**src/ssc_pkg.sv**
```systemverilog
// modulation constants and the period type shared by the spread-spectrum clock blocks
package ssc_pkg;

    // width of a half-period count value
    localparam int period_width = 4;

    typedef logic [period_width-1:0] period_t;

    // period used with spread off and after reset
    localparam period_t nominal_period = period_t'(8);

    // max spread of 7 keeps the period within 1 to 15
    localparam int spread_width = 3;

    // toggle counter in the period monitor
    localparam int count_width = 16;

endpackage

```
**src/ssc_wb_pkg.sv**
```systemverilog
// Wishbone bus widths and register map of the spread-spectrum clock register block
package ssc_wb_pkg;

    localparam int wb_data_width = 32;

    // word address
    localparam int wb_addr_width = 2;

    // bit 0 enable_spread, bits 3:1 spread_amount
    localparam logic [wb_addr_width-1:0] addr_ctrl = 2'd0;

    // bits 3:0 period, bit 4 direction
    localparam logic [wb_addr_width-1:0] addr_status = 2'd1;

    // bits 3:0 min half, bits 7:4 max half, a write clears the monitor
    localparam logic [wb_addr_width-1:0] addr_minmax = 2'd2;

    // bits 15:0 toggle count
    localparam logic [wb_addr_width-1:0] addr_count = 2'd3;

endpackage

```
**src/ssc_regs.sv**
```systemverilog
// Wishbone classic slave with the spread control register and the status and monitor readback
`timescale 1ns/100ps

module ssc_regs
    import ssc_pkg::*;
    import ssc_wb_pkg::*;
(
    input  logic                     clock_in,
    input  logic                     reset,
    input  logic                     wb_cyc,
    input  logic                     wb_stb,
    input  logic                     wb_we,
    input  logic [wb_addr_width-1:0] wb_adr,
    input  logic [wb_data_width-1:0] wb_dat_w,
    output logic [wb_data_width-1:0] wb_dat_r,
    output logic                     wb_ack,
    input  period_t                  period,
    input  logic                     direction,
    input  period_t                  min_half,
    input  period_t                  max_half,
    input  logic [count_width-1:0]   toggle_count,
    output logic                     enable_spread,
    output logic [spread_width-1:0]  spread_amount,
    output logic                     monitor_clear
);

    logic                     bus_req;
    logic                     bus_write;
    logic [wb_data_width-1:0] read_mux;

    // new cycle seen, ack not yet given
    assign bus_req   = wb_cyc & wb_stb & ~wb_ack;
    assign bus_write = bus_req & wb_we;

    always_comb begin
        read_mux = '0;
        case (wb_adr)
            addr_ctrl: begin
                read_mux = wb_data_width'({spread_amount, enable_spread});
            end
            addr_status: begin
                read_mux = wb_data_width'({direction, period});
            end
            addr_minmax: begin
                read_mux = wb_data_width'({max_half, min_half});
            end
            addr_count: begin
                read_mux = wb_data_width'(toggle_count);
            end
            default: begin
                read_mux = '0;
            end
        endcase
    end

    always_ff @(posedge clock_in or posedge reset) begin
        if (reset) begin
            wb_ack        <= 1'b0;
            enable_spread <= 1'b0;
            spread_amount <= '0;
            monitor_clear <= 1'b0;
        end else begin
            wb_ack        <= bus_req;
            monitor_clear <= bus_write && (wb_adr == addr_minmax);
            if (bus_write && (wb_adr == addr_ctrl)) begin
                enable_spread <= wb_dat_w[0];
                spread_amount <= wb_dat_w[spread_width:1];
            end
        end
    end

    // read data only matters while ack is high
    always_ff @(posedge clock_in) begin
        if (bus_req) begin
            wb_dat_r <= read_mux;
        end
    end

endmodule

```
**src/ssc_profile.sv**
```systemverilog
// triangle profile that steps the divider period by one at each half-period boundary
`timescale 1ns/100ps

module ssc_profile
    import ssc_pkg::*;
(
    input  logic                    clock_in,
    input  logic                    reset,
    input  logic                    enable_spread,
    input  logic [spread_width-1:0] spread_amount,
    input  logic                    half_done,
    output period_t                 period,
    output logic                    direction
);

    period_t upper_bound;
    period_t lower_bound;

    // nominal +/- spread stays within 1 to 15
    assign upper_bound = nominal_period + period_t'(spread_amount);
    assign lower_bound = nominal_period - period_t'(spread_amount);

    // direction 1 is up, 0 is down
    always_ff @(posedge clock_in or posedge reset) begin
        if (reset) begin
            period    <= nominal_period;
            direction <= 1'b0;
        end else if (half_done) begin
            if (!enable_spread) begin
                period <= nominal_period;
            end else if (direction) begin
                if (period < upper_bound) begin
                    period <= period + period_t'(1);
                end else begin
                    // at or past the top, turn around
                    direction <= 1'b0;
                end
            end else begin
                if (period > lower_bound) begin
                    period <= period - period_t'(1);
                end else begin
                    direction <= 1'b1;
                end
            end
        end
    end

endmodule

```
**src/ssc_divider.sv**
```systemverilog
// clock divider that toggles clock_out every period+1 input cycles and flags each half-period end
`timescale 1ns/100ps

module ssc_divider
    import ssc_pkg::*;
(
    input  logic    clock_in,
    input  logic    reset,
    input  period_t period,
    output logic    clock_out,
    output logic    half_done
);

    period_t count;
    period_t active_period;

    // terminal count of the half period in progress
    assign half_done = (count == active_period);

    always_ff @(posedge clock_in or posedge reset) begin
        if (reset) begin
            count         <= '0;
            clock_out     <= 1'b0;
            active_period <= nominal_period;
        end else if (half_done) begin
            count     <= '0;
            clock_out <= ~clock_out;
            // next half runs on the period seen at this boundary
            active_period <= period;
        end else begin
            count <= count + period_t'(1);
        end
    end

endmodule

```
**src/ssc_period_monitor.sv**
```systemverilog
// measures each half period of clock_out and keeps the minimum, maximum and toggle count
`timescale 1ns/100ps

module ssc_period_monitor
    import ssc_pkg::*;
(
    input  logic                   clock_in,
    input  logic                   reset,
    input  logic                   half_done,
    input  logic                   monitor_clear,
    output period_t                min_half,
    output period_t                max_half,
    output logic [count_width-1:0] toggle_count
);

    // cycles since the last half_done, held at 15
    period_t half_len;
    logic    started;

    always_ff @(posedge clock_in or posedge reset) begin
        if (reset) begin
            half_len     <= '0;
            started      <= 1'b0;
            min_half     <= '1;
            max_half     <= '0;
            toggle_count <= '0;
        end else if (monitor_clear) begin
            half_len     <= '0;
            started      <= 1'b0;
            min_half     <= '1;
            max_half     <= '0;
            toggle_count <= '0;
        end else if (half_done) begin
            half_len <= period_t'(1);
            started  <= 1'b1;
            if (toggle_count != '1) begin
                toggle_count <= toggle_count + count_width'(1);
            end
            // first boundary only opens the measurement
            if (started) begin
                if (half_len < min_half) begin
                    min_half <= half_len;
                end
                if (half_len > max_half) begin
                    max_half <= half_len;
                end
            end
        end else if (half_len != '1) begin
            half_len <= half_len + period_t'(1);
        end
    end

endmodule

```
**src/ssc_top.sv**
```systemverilog
// top level of the spread-spectrum clock, Wishbone register block plus profile, divider and monitor
`timescale 1ns/100ps

module ssc_top
    import ssc_pkg::*;
    import ssc_wb_pkg::*;
(
    input  logic                     clock_in,
    input  logic                     reset,
    input  logic                     wb_cyc,
    input  logic                     wb_stb,
    input  logic                     wb_we,
    input  logic [wb_addr_width-1:0] wb_adr,
    input  logic [wb_data_width-1:0] wb_dat_w,
    output logic [wb_data_width-1:0] wb_dat_r,
    output logic                     wb_ack,
    output logic                     clock_out
);

    logic                    enable_spread;
    logic [spread_width-1:0] spread_amount;
    logic                    monitor_clear;
    period_t                 period;
    logic                    direction;
    logic                    half_done;
    period_t                 min_half;
    period_t                 max_half;
    logic [count_width-1:0]  toggle_count;

    ssc_regs ssc_regs_i (
        .clock_in      (clock_in),
        .reset         (reset),
        .wb_cyc        (wb_cyc),
        .wb_stb        (wb_stb),
        .wb_we         (wb_we),
        .wb_adr        (wb_adr),
        .wb_dat_w      (wb_dat_w),
        .wb_dat_r      (wb_dat_r),
        .wb_ack        (wb_ack),
        .period        (period),
        .direction     (direction),
        .min_half      (min_half),
        .max_half      (max_half),
        .toggle_count  (toggle_count),
        .enable_spread (enable_spread),
        .spread_amount (spread_amount),
        .monitor_clear (monitor_clear)
    );

    ssc_profile ssc_profile_i (
        .clock_in      (clock_in),
        .reset         (reset),
        .enable_spread (enable_spread),
        .spread_amount (spread_amount),
        .half_done     (half_done),
        .period        (period),
        .direction     (direction)
    );

    ssc_divider ssc_divider_i (
        .clock_in  (clock_in),
        .reset     (reset),
        .period    (period),
        .clock_out (clock_out),
        .half_done (half_done)
    );

    ssc_period_monitor ssc_period_monitor_i (
        .clock_in      (clock_in),
        .reset         (reset),
        .half_done     (half_done),
        .monitor_clear (monitor_clear),
        .min_half      (min_half),
        .max_half      (max_half),
        .toggle_count  (toggle_count)
    );

endmodule

```
**config.mk**
```make
export PLATFORM = sky130hd
export DESIGN_NAME = ssc_top
export DESIGN_NICKNAME = d
export VERILOG_FILES = /design/src/ssc_pkg.sv /design/src/ssc_wb_pkg.sv /design/src/ssc_regs.sv /design/src/ssc_profile.sv /design/src/ssc_divider.sv /design/src/ssc_period_monitor.sv /design/src/ssc_top.sv
export SDC_FILE = /design/constraint.sdc
export NUM_CORES = 1
export LEC_CHECK = 0
export ABC_AREA = 0
export BUFFER_PORTS_ARGS = -buffer_cell sky130_fd_sc_hd__buf_2
export CORE_MARGIN = 4
export CORE_UTILIZATION = 45
export DETAILED_ROUTE_END_ITERATION = 6
export PLACE_DENSITY = 0.7
export RECOVER_POWER = 100
export SLEW_MARGIN = 0
export SYNTH_ARGS = -nofsm -noshare
export SYNTH_HDL_FRONTEND = slang
export SYNTH_SLANG_ARGS = --single-unit
```
**constraint.sdc**
```tcl
create_clock -name clock_in -period 1.83 [get_ports clock_in]
set_input_delay 0.2745 -clock clock_in [delete_from_list [all_inputs] [get_ports clock_in]]
set_output_delay 0.2745 -clock clock_in [all_outputs]
set_load 0.02 [all_outputs]
```
==> results of run 1 <==
power groups by stage:
stage,clock (mW),combinational [mW],sequential (mW)
after global placement,0,2.20,2.21
after floorplan,0,1.57,2.20
after CTS,1.36,2.47,2.21
after detailed placement,0,2.29,2.22
after global routing,1.42,3.00,2.28
final,1.33,2.65,2.23
worst paths after layout:
path	slack, ps	end	from
worst max-delay path	-120	ssc_profile_i.period[2]	ssc_regs_i.spread_amount[0]
min in group asynchronous	560	ssc_regs_i.spread_amount[0]	reset
max in group asynchronous	280	ssc_period_monitor_i.min_half[3]	reset
worst min-delay path	160	ssc_regs_i.spread_amount[0]	wb_dat_w[1]
worst max register to register	-120	ssc_profile_i.period[2]	ssc_regs_i.spread_amount[0]
worst min register to register	470	ssc_divider_i.clock_out	ssc_divider_i.clock_out
cells in the final DEF (no fill, tap or decap), types with 2 or more instances in the layout:
master / count
dfrtp_1: 43
nor2_1: 36
clkbuf_1: 27
buf_4: 27
ha_1: 16
conb_1: 16
edfxtp_1: 16
and3_1: 15
xor2_1: 15
inv_1: 14
nand2_1: 11
mux2i_1: 10
buf_2: 10
clkbuf_8: 9
nand3_1: 8
mux2_2: 8
nand4_1: 7
nor2b_1: 7
o21ai_0: 6
dfstp_2: 6
xnor2_1: 5
buf_6: 5
a21oi_1: 4
nor3_1: 4
mux4_2: 4
clkinvlp_4: 4
nand2b_1: 3
a21o_1: 3
inv_2: 3
a211o_1: 3
a21oi_4: 3
ha_4: 3
nor4_4: 2
a21boi_4: 2
or3_1: 2
a21oi_2: 2
a31oi_1: 2
o22ai_1: 2
bufinv_16: 2
stage by stage:
| step | setup slack, ps | util, % |
|---|---|---|
| finish | -121 | 58.8 |
| global route | -228 | 58.8 |
| CTS | -164 | 58.1 |
| detailed placement | -172 | 53.4 |
| global placement | -134 | 53.4 |
| floorplan | -25.5 | - |
kinds of logic after synthesis:
logic type | count (synthesis)
buffers and inverters | 43
muxes | 22
and+or+nand+nor | 106
adders and majority gates | 20
xor gates and xnor gates | 21
other | 1
DFF | 65
AOI/OAI and AO/OA | 37
layout make-up:
class | instances | area [sq um] | share of cell area [%]
multi-input cells | 223 | 1800 | 41.3
inverters | 18 | 70.1 | 1.61
flip-flops and latches | 65 | 1710 | 39.4
clock inverters | 7 | 95.1 | 2.18
well taps | 99 | 124 | 2.84
clock buffers | 9 | 124 | 2.84
repair buffers | 71 | 428 | 9.83
what timing repair did:
| action | CTS | global route |
|---|---|---|
| pin swaps | 19 | 13 |
| setup buffers | 4 | 3 |
| gates cloned | 1 | 0 |
| endpoints found under the hold margin | 17 | 0 |
| setup endpoints to repair | 27 | 29 |
| resized for setup | 13 | 20 |
| hold buffers | 1 | 0 |
state kept, by name (all words and copies together) (netlist names):
register and flops:
ssc_divider_i.clock_out 1, ssc_period_monitor_i.half_len 4, ssc_regs_i.enable_spread 1, ssc_regs_i.monitor_clear 1
ssc_regs_i.wb_dat_r 16, ssc_divider_i.active_period 4, ssc_period_monitor_i.max_half 4, ssc_period_monitor_i.started 1
ssc_period_monitor_i.toggle_count 16, ssc_profile_i.period 4, ssc_regs_i.spread_amount 3, ssc_divider_i.count 4
ssc_period_monitor_i.min_half 4, ssc_profile_i.direction 1, ssc_regs_i.wb_ack 1
metal layers:
layer | track usage [%] | vias up | wire [um]
met5 | 0 | - | 0
met1 | 21.9 | 1228 | 3210
met4 | 9.23 | 0 | 121
met2 | 27.9 | 70 | 3470
met3 | 3.36 | 11 | 413
li1 | - | 1224 | -
==> metrics.cfg, run 1 <==
[yosys]
syn_avg_cell_area_sq_um = 11.1
yosysWarnings = 0
synth_top_area_cell = dfrtp_1
synth_top_area_share_pct = 30.7
synthMuxAreaShare_pct = 7.99
seq_area_frac_synth_pct = 48.9
synth_edf_count = 16
synth-simple-area-share_pct = 15.9
synth_common_cells = dfrtp_1 (43), nor2_1 (36), ha_1 (19)
ys_ff_latch = 65
synthTopCellsByArea = dfrtp_1 (31%), edfxtp_1 (14%), ha_1 (6.8%)
synth_compound_area_share_pct = 8.06
yosysMostFrequentCell = dfrtp_1
synth_ff_type = dfrtp_1
synthAdderAreaFrac_pct = 7.35
synthArstFlopShare_pct = 75.4
ys_types = 49
synth_xor_area_share_pct = 5.24
synth_top_family_by_area = simple AND/OR/NAND/NOR gates
netlist_instances = 315
synth_area_sq_mm = 0.00351

[die]
io_pins = 73
die-area_sq_mm = 0.00927
initial_core_util_pct = 47.4
die_w_um = 96.3
die_h_um = 96.3
num_rows = 31
design.core.area_sq_mm = 0.00741

[critical_path]
path_depth = 10
endpoint_kind = register
path_buf_inv = 2
crit_path_cell_trace = inv_2 > ha_4 > inv_4 > ha_4 > nor2b_4 > o211ai_1 > a21oi_4 > a21oi_4 > a21boi_2 > o22ai_1
cp_slowest_cell = dfrtp_1
critical_path.max_fanout = 3
critPathTopFamily = compound AO/OA/AOI/OAI gates
crit_type = register to register
cpPeakStageDelay_ps = 370
crit_arrival_ps = 2180
worstRegToRegCells = 10
start_kind = register
crit_required_ps = 2060

[global_route]
grt_first_pass_wirelength_um = 12100
grt_overflow_total = 0
antenna_found_initial = 0
grt_start_max_net_pins = 33
track_usage_pct = 17.3
grt_pass1_vias = 2567

[routing]
drtIter0Drc = 140
firstDrtPassIters = 5
wl_per_cell_um = 14.7
viasPerCell = 5.15
via_count = 2533
final_antenna_net_count = 0
wirelength_um = 7220
drcViolationCount = 0

[power_and_ir_drop]
clkPwrFrac_pct = 21.4
p_leak_nw = 1.97
seqPwrFrac_pct = 35.9
p_int_mw = 3.98
p_switching_mw = 2.24
cellPowerDensity_mw_per_mm2 = 1430
comb_power_share_pct = 42.7
totalPowerFinal_mw = 6.21
swShare_pct = 36.0
ir_drop_mv = 0.497

[sta]
report.final.setup_viol = 24
finalSetupTns_ps = -1570
finalWorstSetupSlack_ps = -121
period_share_pct = 107
slew_violations = 0
tightest_slew_ps = 886
fmax_mhz = 513
min_period_ps = 1950
whs_ps = 163
hold_viol = 0
fin_skew_ps = 8.45
relSlewSlack_pct = 40.9
grt_setup_unrepaired = true

[placed_design]
dpl.cell_count = 467
hpwlAfterDp_um = 4880
io_buffers = 28
gp_congestion = 0.788
dpl-instance-area_sq_mm = 0.00396

[flow_run]
maxCapViolations = 0

[clocking]
cts.reportedPaths.clkPinSlew_ps = 80
clk_latency_ps = 340
cts_tree = built
cts.path.max_buffers = 2
numClockSinks = 65
numCtsBuffers = 9
cts_root_buf = clkbuf_8
htree_levels = 3

[min_path]
whs_path_depth = 2
hold_class = input pin to register

[outcome]
status = finished with violations
violations = setup timing

[layout]
drive_gt1_share_pct = 27.0
nets = 447
area_growth_pct = 24.1
final_cell_area_sq_mm = 0.00435
layoutNonFillerInstCount = 492
nFillCells = 626
antennaDiodeCount = 0

No activity file was read; power rests on OpenSTA's default activity.
==> run 2: changes to the inputs <==
Settings changed: SKIP_CTS_REPAIR_TIMING set to 1.
==> run 2 against run 1 <==
The run still ends with setup timing left. Sequential power about the same. Clock skew fell by 2.8 ps. Sequential cell count unchanged. Die area did not move. Clock power hardly changed. Worst hold slack got worse by 0.66 ps. Cell count fell by 0.41%. Critical endpoint is now ssc_profile_i.period[1].
==> metrics.cfg, run 2 (synthesis results as in run 1) <==
[sta]
fmax_mhz = 494  ; -3.6%
period_share_pct = 111  ; +4.0 points
fin_skew_ps = 5.62  ; -2.83 ps
hold_viol = 0  ; unchanged
finalSetupTns_ps = -989  ; +583 ps
tightest_slew_ps = 900  ; +14.2 ps
slew_violations = 0  ; unchanged
min_period_ps = 2020  ; +73.3 ps
finalWorstSetupSlack_ps = -194  ; -73.3 ps
report.final.setup_viol = 12  ; -50%
grt_setup_unrepaired = true
relSlewSlack_pct = 40.0  ; -0.94 points

[layout]
drive_gt1_share_pct = 28.6  ; +1.7 points
fin_util_pct = 58.9  ; +0.12 points
multi_input_area_sq_mm = 0.00180  ; +0.21%
nFillCells = 620  ; -0.96%
reg_top3 = ssc_period_monitor_i.toggle_count: 16 flops, ssc_regs_i.wb_dat_r: 16 flops
layoutNonFillerInstCount = 490  ; -0.41%
final_common_cell = dfrtp_1
final_cell_mix = dfrtp_1 (43), nor2_1 (35), buf_4 (29), clkbuf_1 (24)
final_cell_area_sq_mm = 0.00436  ; +0.20%
antennaDiodeCount = 0  ; unchanged
seqCellArea_sq_mm = 0.00171  ; unchanged
area_growth_pct = 24.4
nets = 445  ; -0.45%

[critical_path]
worstRegToRegCells = 10  ; unchanged
crit_arrival_ps = 2280  ; +100 ps
rrSetupSlack_ps = -190  ; -70 ps
endpoint_kind = register
crit_type = register to register
critical_path.max_fanout = 3  ; unchanged
crit-reg2reg-launch = ssc_regs_i.spread_amount[1]
rr_endpoint = ssc_profile_i.period[1]
start_kind = register
crit_required_ps = 2090  ; +30 ps

[global_route]
grt_pass1_vias = 2461  ; -4.1%
track_usage_pct = 16.1  ; -1.2 points
antenna_found_initial = 0  ; unchanged
grt_first_pass_wirelength_um = 11200  ; -6.8%
grt_start_max_net_pins = 33  ; unchanged
grt_overflow_total = 0  ; unchanged

[routing]
wirelength_um = 7120  ; -1.4%
via_count = 2520  ; -0.51%
firstDrtPassIters = 4  ; -1
drcViolationCount = 0  ; unchanged
drtIter0Drc = 133  ; -5.0%
final_antenna_net_count = 0  ; unchanged
viasPerCell = 5.14  ; -0.11%
wl_per_cell_um = 14.5  ; -0.97%

[power_and_ir_drop]
cellPowerDensity_mw_per_mm2 = 1400  ; -1.7%
totalPowerFinal_mw = 6.12  ; -1.5%
ir_drop_mv = 0.516  ; +3.6%
p_leak_nw = 1.97  ; -0.24%

[die]
design.core.area_sq_mm = 0.00741  ; unchanged
num_rows = 31  ; unchanged
die_w_um = 96.3  ; unchanged
die-area_sq_mm = 0.00927  ; unchanged
die_h_um = 96.3  ; unchanged
initial_core_util_pct = 47.4  ; unchanged
io_pins = 73  ; unchanged

[clocking]
cts.path.max_buffers = 2  ; unchanged
clk_latency_ps = 340  ; about the same
htree_levels = 3  ; unchanged
cts_root_buf = clkbuf_8
numClockSinks = 65  ; unchanged
cts_tree = built
numCtsBuffers = 9  ; unchanged
cts.reportedPaths.clkPinSlew_ps = 70  ; about the same

[placed_design]
dpl-instance-area_sq_mm = 0.00396  ; unchanged
dpl.cell_count = 467  ; unchanged
gp_congestion = 0.788  ; unchanged
io_buffers = 28  ; unchanged
hpwlAfterDp_um = 4880  ; unchanged

[min_path]
min-delay-start = wb_dat_w[1]
hold_end = ssc_regs_i.spread_amount[0]
hold_class = input pin to register
whs_path_depth = 2  ; unchanged

[flow_run]
maxCapViolations = 0  ; unchanged

[outcome]
status = finished with violations
violations = setup timing

-- run 2: per-stage QoR --
stage          setup slack [ps]  hold slack (ps)
6_report                   -194              162
5_1_grt                    -303              156
4_1_cts                    -190            -89.3
3_5_place_dp               -172              288
3_3_place_gp               -134              285
2_1_floorplan             -25.5              425
-- run 2: how the worst max path moves through the flow --
| stage | to | cells after the start | start | slack [ps] |
|---|---|---|---|---|
| 2_1_floorplan | ssc_profile_i.period[3] | 10 | ssc_regs_i.spread_amount[0] | -30 |
| 3_3_place_gp | ssc_period_monitor_i.min_half[2] | 7 | ssc_divider_i.active_period[3] | -130 |
| 3_5_place_dp | ssc_profile_i.period[3] | 10 | ssc_regs_i.spread_amount[0] | -170 |
| 4_1_cts | ssc_profile_i.period[3] | 10 | ssc_regs_i.spread_amount[0] | -190 |
| 5_1_grt | ssc_profile_i.period[2] | 10 | ssc_regs_i.spread_amount[0] | -300 |
| 6_report | ssc_profile_i.period[1] | 10 | ssc_regs_i.spread_amount[1] | -190 |
-- run 2: layout make-up --
cell class                      count  share of cell area, %
Multi-Input combinational cell    223                   41.3
Timing Repair Buffer               69                   9.92
Clock buffer                        9                   2.84
Clock inverter                      7                   2.18
Inverter                           18                   1.61
Sequential cell                    65                   39.3
Tap cell                           99                   2.84
-- run 2: worst max-delay path: stages (launching register included) --
cell and delay [ps]:
dfrtp_1 370, inv_2 60, ha_4 260, inv_4 30, ha_4 220, nor2b_1 120
o211ai_1 220, a21oi_2 120, a21oi_2 230, a21boi_2 110, o22ai_1 200
-- run 2: layer usage --
metal	up-vias	part of all wire, %	GRT usage, %
met4	0	1.8	8.53
met1	1211	47	20.7
li1	1223	-	-
met5	-	0	0
met2	70	47	25.7
met3	16	4.9	3.13
-- run 2: report_power, final --
group	internal, mW	switching (mW)
Combinational	1.29	1.26
Sequential	1.88	0.363
Clock	0.763	0.566
Total	3.93	2.19
==> run 3: changes to the inputs <==
Settings changed: CORE_MARGIN 4 to unset.
Clock period 1.83 ns to 1.8 ns, I/O delays scaled along.
==> run 3 against run 2 <==
Cell area about the same. The flow still finishes with violations (setup timing). Cell count increased by 0.41%. Largest cell class unchanged. Highest routed layer unchanged. Clock power is 23% higher. Sequential power barely moved. Total power is 5.4% higher. Die area shrank 12%. Worst setup slack got worse by 42 ps. Count of clock-buffer cells in the layout stayed put. Via count shrank 0.67%.
==> metrics.cfg, run 3 (synthesis results as in run 1) <==
[global_route]
grt_overflow_total = 0  ; unchanged
grt_start_max_net_pins = 32  ; -3.0%
track_usage_pct = 18.1  ; +1.9 points
antenna_found_initial = 0  ; unchanged
grt_first_pass_wirelength_um = 11600  ; +2.8%
grt_pass1_vias = 2441  ; -0.81%

[placed_design]
hpwlAfterDp_um = 4880  ; about the same
io_buffers = 28  ; unchanged
dpl.cell_count = 470  ; +0.64%
gp_congestion = 0.771  ; -2.1%

[routing]
drtIter0Drc = 112  ; -16%
wirelength_um = 7050  ; -0.98%
wl_per_cell_um = 14.3  ; -1.4%
drcViolationCount = 0  ; unchanged
firstDrtPassIters = 4  ; unchanged
viasPerCell = 5.09  ; -1.1%
via_count = 2503  ; -0.67%
final_antenna_net_count = 0  ; unchanged

[sta]
report.final.setup_viol = 24  ; +12
fmax_mhz = 491  ; -0.57%
fin_skew_ps = 9.48  ; +3.86 ps
finalWorstSetupSlack_ps = -236  ; -41.7 ps
period_share_pct = 113  ; +2.5 points
min_period_ps = 2040  ; +11.7 ps
tightest_slew_ps = 881  ; -19.2 ps
slew_violations = 0  ; unchanged
grt_setup_unrepaired = true
hold_viol = 0  ; unchanged
relSlewSlack_pct = 41.3  ; +1.3 points

[power_and_ir_drop]
cellPowerDensity_mw_per_mm2 = 1480  ; +5.5%
ir_drop_mv = 0.669  ; +30%
p_leak_nw = 1.97  ; +0.31%
totalPowerFinal_mw = 6.45  ; +5.4%

[die]
die_h_um = 90.3  ; -6.2%
io_pins = 73  ; unchanged
die_w_um = 90.3  ; -6.2%
die-area_sq_mm = 0.00815  ; -12%
initial_core_util_pct = 47.4  ; unchanged
design.core.area_sq_mm = 0.00741  ; unchanged
num_rows = 31  ; unchanged

[clocking]
htree_levels = 3  ; unchanged
numClockSinks = 65  ; unchanged
numCtsBuffers = 9  ; unchanged
cts.path.max_buffers = 2  ; unchanged
cts_tree = built
cts.reportedPaths.clkPinSlew_ps = 80  ; about the same
clk_latency_ps = 340  ; about the same
cts_root_buf = clkbuf_8

[critical_path]
crit-reg2reg-launch = ssc_regs_i.spread_amount[0]
crit_arrival_ps = 2310  ; +30 ps
crit_type = register to register
start_kind = register
crit_required_ps = 2080  ; about the same
setup.worst_path.start = ssc_regs_i.spread_amount[0]
endpoint_kind = register
rrSetupSlack_ps = -240  ; -40 ps
worstRegToRegCells = 10  ; unchanged
rr_endpoint = ssc_profile_i.period[3]
critical_path.max_fanout = 3  ; unchanged
critPathCapture = ssc_profile_i.period[3]

[layout]
final_common_cell = dfrtp_1
area_growth_pct = 24.3  ; about the same
reg_top3 = ssc_period_monitor_i.toggle_count: 16 flops, ssc_regs_i.wb_dat_r: 16 flops
drive_gt1_share_pct = 26.0  ; -2.7 points
antennaDiodeCount = 0  ; unchanged
final_cell_mix = dfrtp_1 (43), nor2_1 (36), clkbuf_1 (31), buf_4 (22)
nets = 447  ; +0.45%
layoutNonFillerInstCount = 492  ; +0.41%
nFillCells = 618  ; -0.32%

[outcome]
violations = setup timing
status = finished with violations

[flow_run]
maxCapViolations = 0  ; unchanged

[min_path]
hold_class = input pin to register

run 3: cell types whose count changed in the layout (fill, tap and decap cells not counted), sizes merged:
cell	delta
inv	+1
clkinvlp	-3
buf	-8
bufinv	+2
clkbuf	+10
run 3: per-stage QoR:
stage	TNS [ps]	worst slack, ps	hold slack [ps]	area, sq um	util (%)
2_1_floorplan	-138	-55.5	421	3590	-
3_3_place_gp	-1800	-135	294	3990	53.9
3_5_place_dp	-2090	-169	299	3990	53.9
4_1_cts	-3360	-265	-75.9	4260	57.5
5_1_grt	-5310	-336	153	4360	58.8
6_report	-2710	-236	154	4360	58.8
run 3: how the worst min path moves through the flow:
stage	from	end	cells after the start
after CTS	reset	ssc_period_monitor_i.half_len[3]	2
after floorplan	wb_dat_w[0]	ssc_regs_i.enable_spread	1
after global placement	reset	ssc_divider_i.clock_out	2
after global routing	wb_dat_w[0]	ssc_regs_i.enable_spread	2
after detailed placement	reset	ssc_divider_i.clock_out	2
final	wb_dat_w[0]	ssc_regs_i.enable_spread	2
run 3: final cells by class:
class                           count  area (sq um)  share of cell area (%)
Multi-Input combinational cell    223          1780                    40.9
Sequential cell                    65          1710                    39.3
Timing Repair Buffer               71           407                    9.33
Clock inverter                      7           141                    3.24
Clock buffer                        9           124                    2.84
Tap cell                           99           124                    2.84
Inverter                           18          67.6                    1.55
run 3: power by group:
part | leakage (nW) | internal (mW) | switching, mW
clock network | 0.130 | 1.06 | 0.576
logic | 1.06 | 1.26 | 1.32
registers | 0.780 | 1.91 | 0.325
run 3: worst max-delay path, stage by stage (launching register included):
cell and delay, ps:
dfrtp_1 370, inv_2 60, ha_4 260, inv_2 40
ha_4 250, nor2b_1 120, o211ai_1 150, a21oi_4 230
a31oi_2 140, buf_4 160, o22a_1 200
run 3: per-layer routing:
layer	share of wire (%)	track usage [%]
met1	47	23.8
met2	49	29.4
met3	3.5	3.87
met4	1.4	6.45
met5	0	0
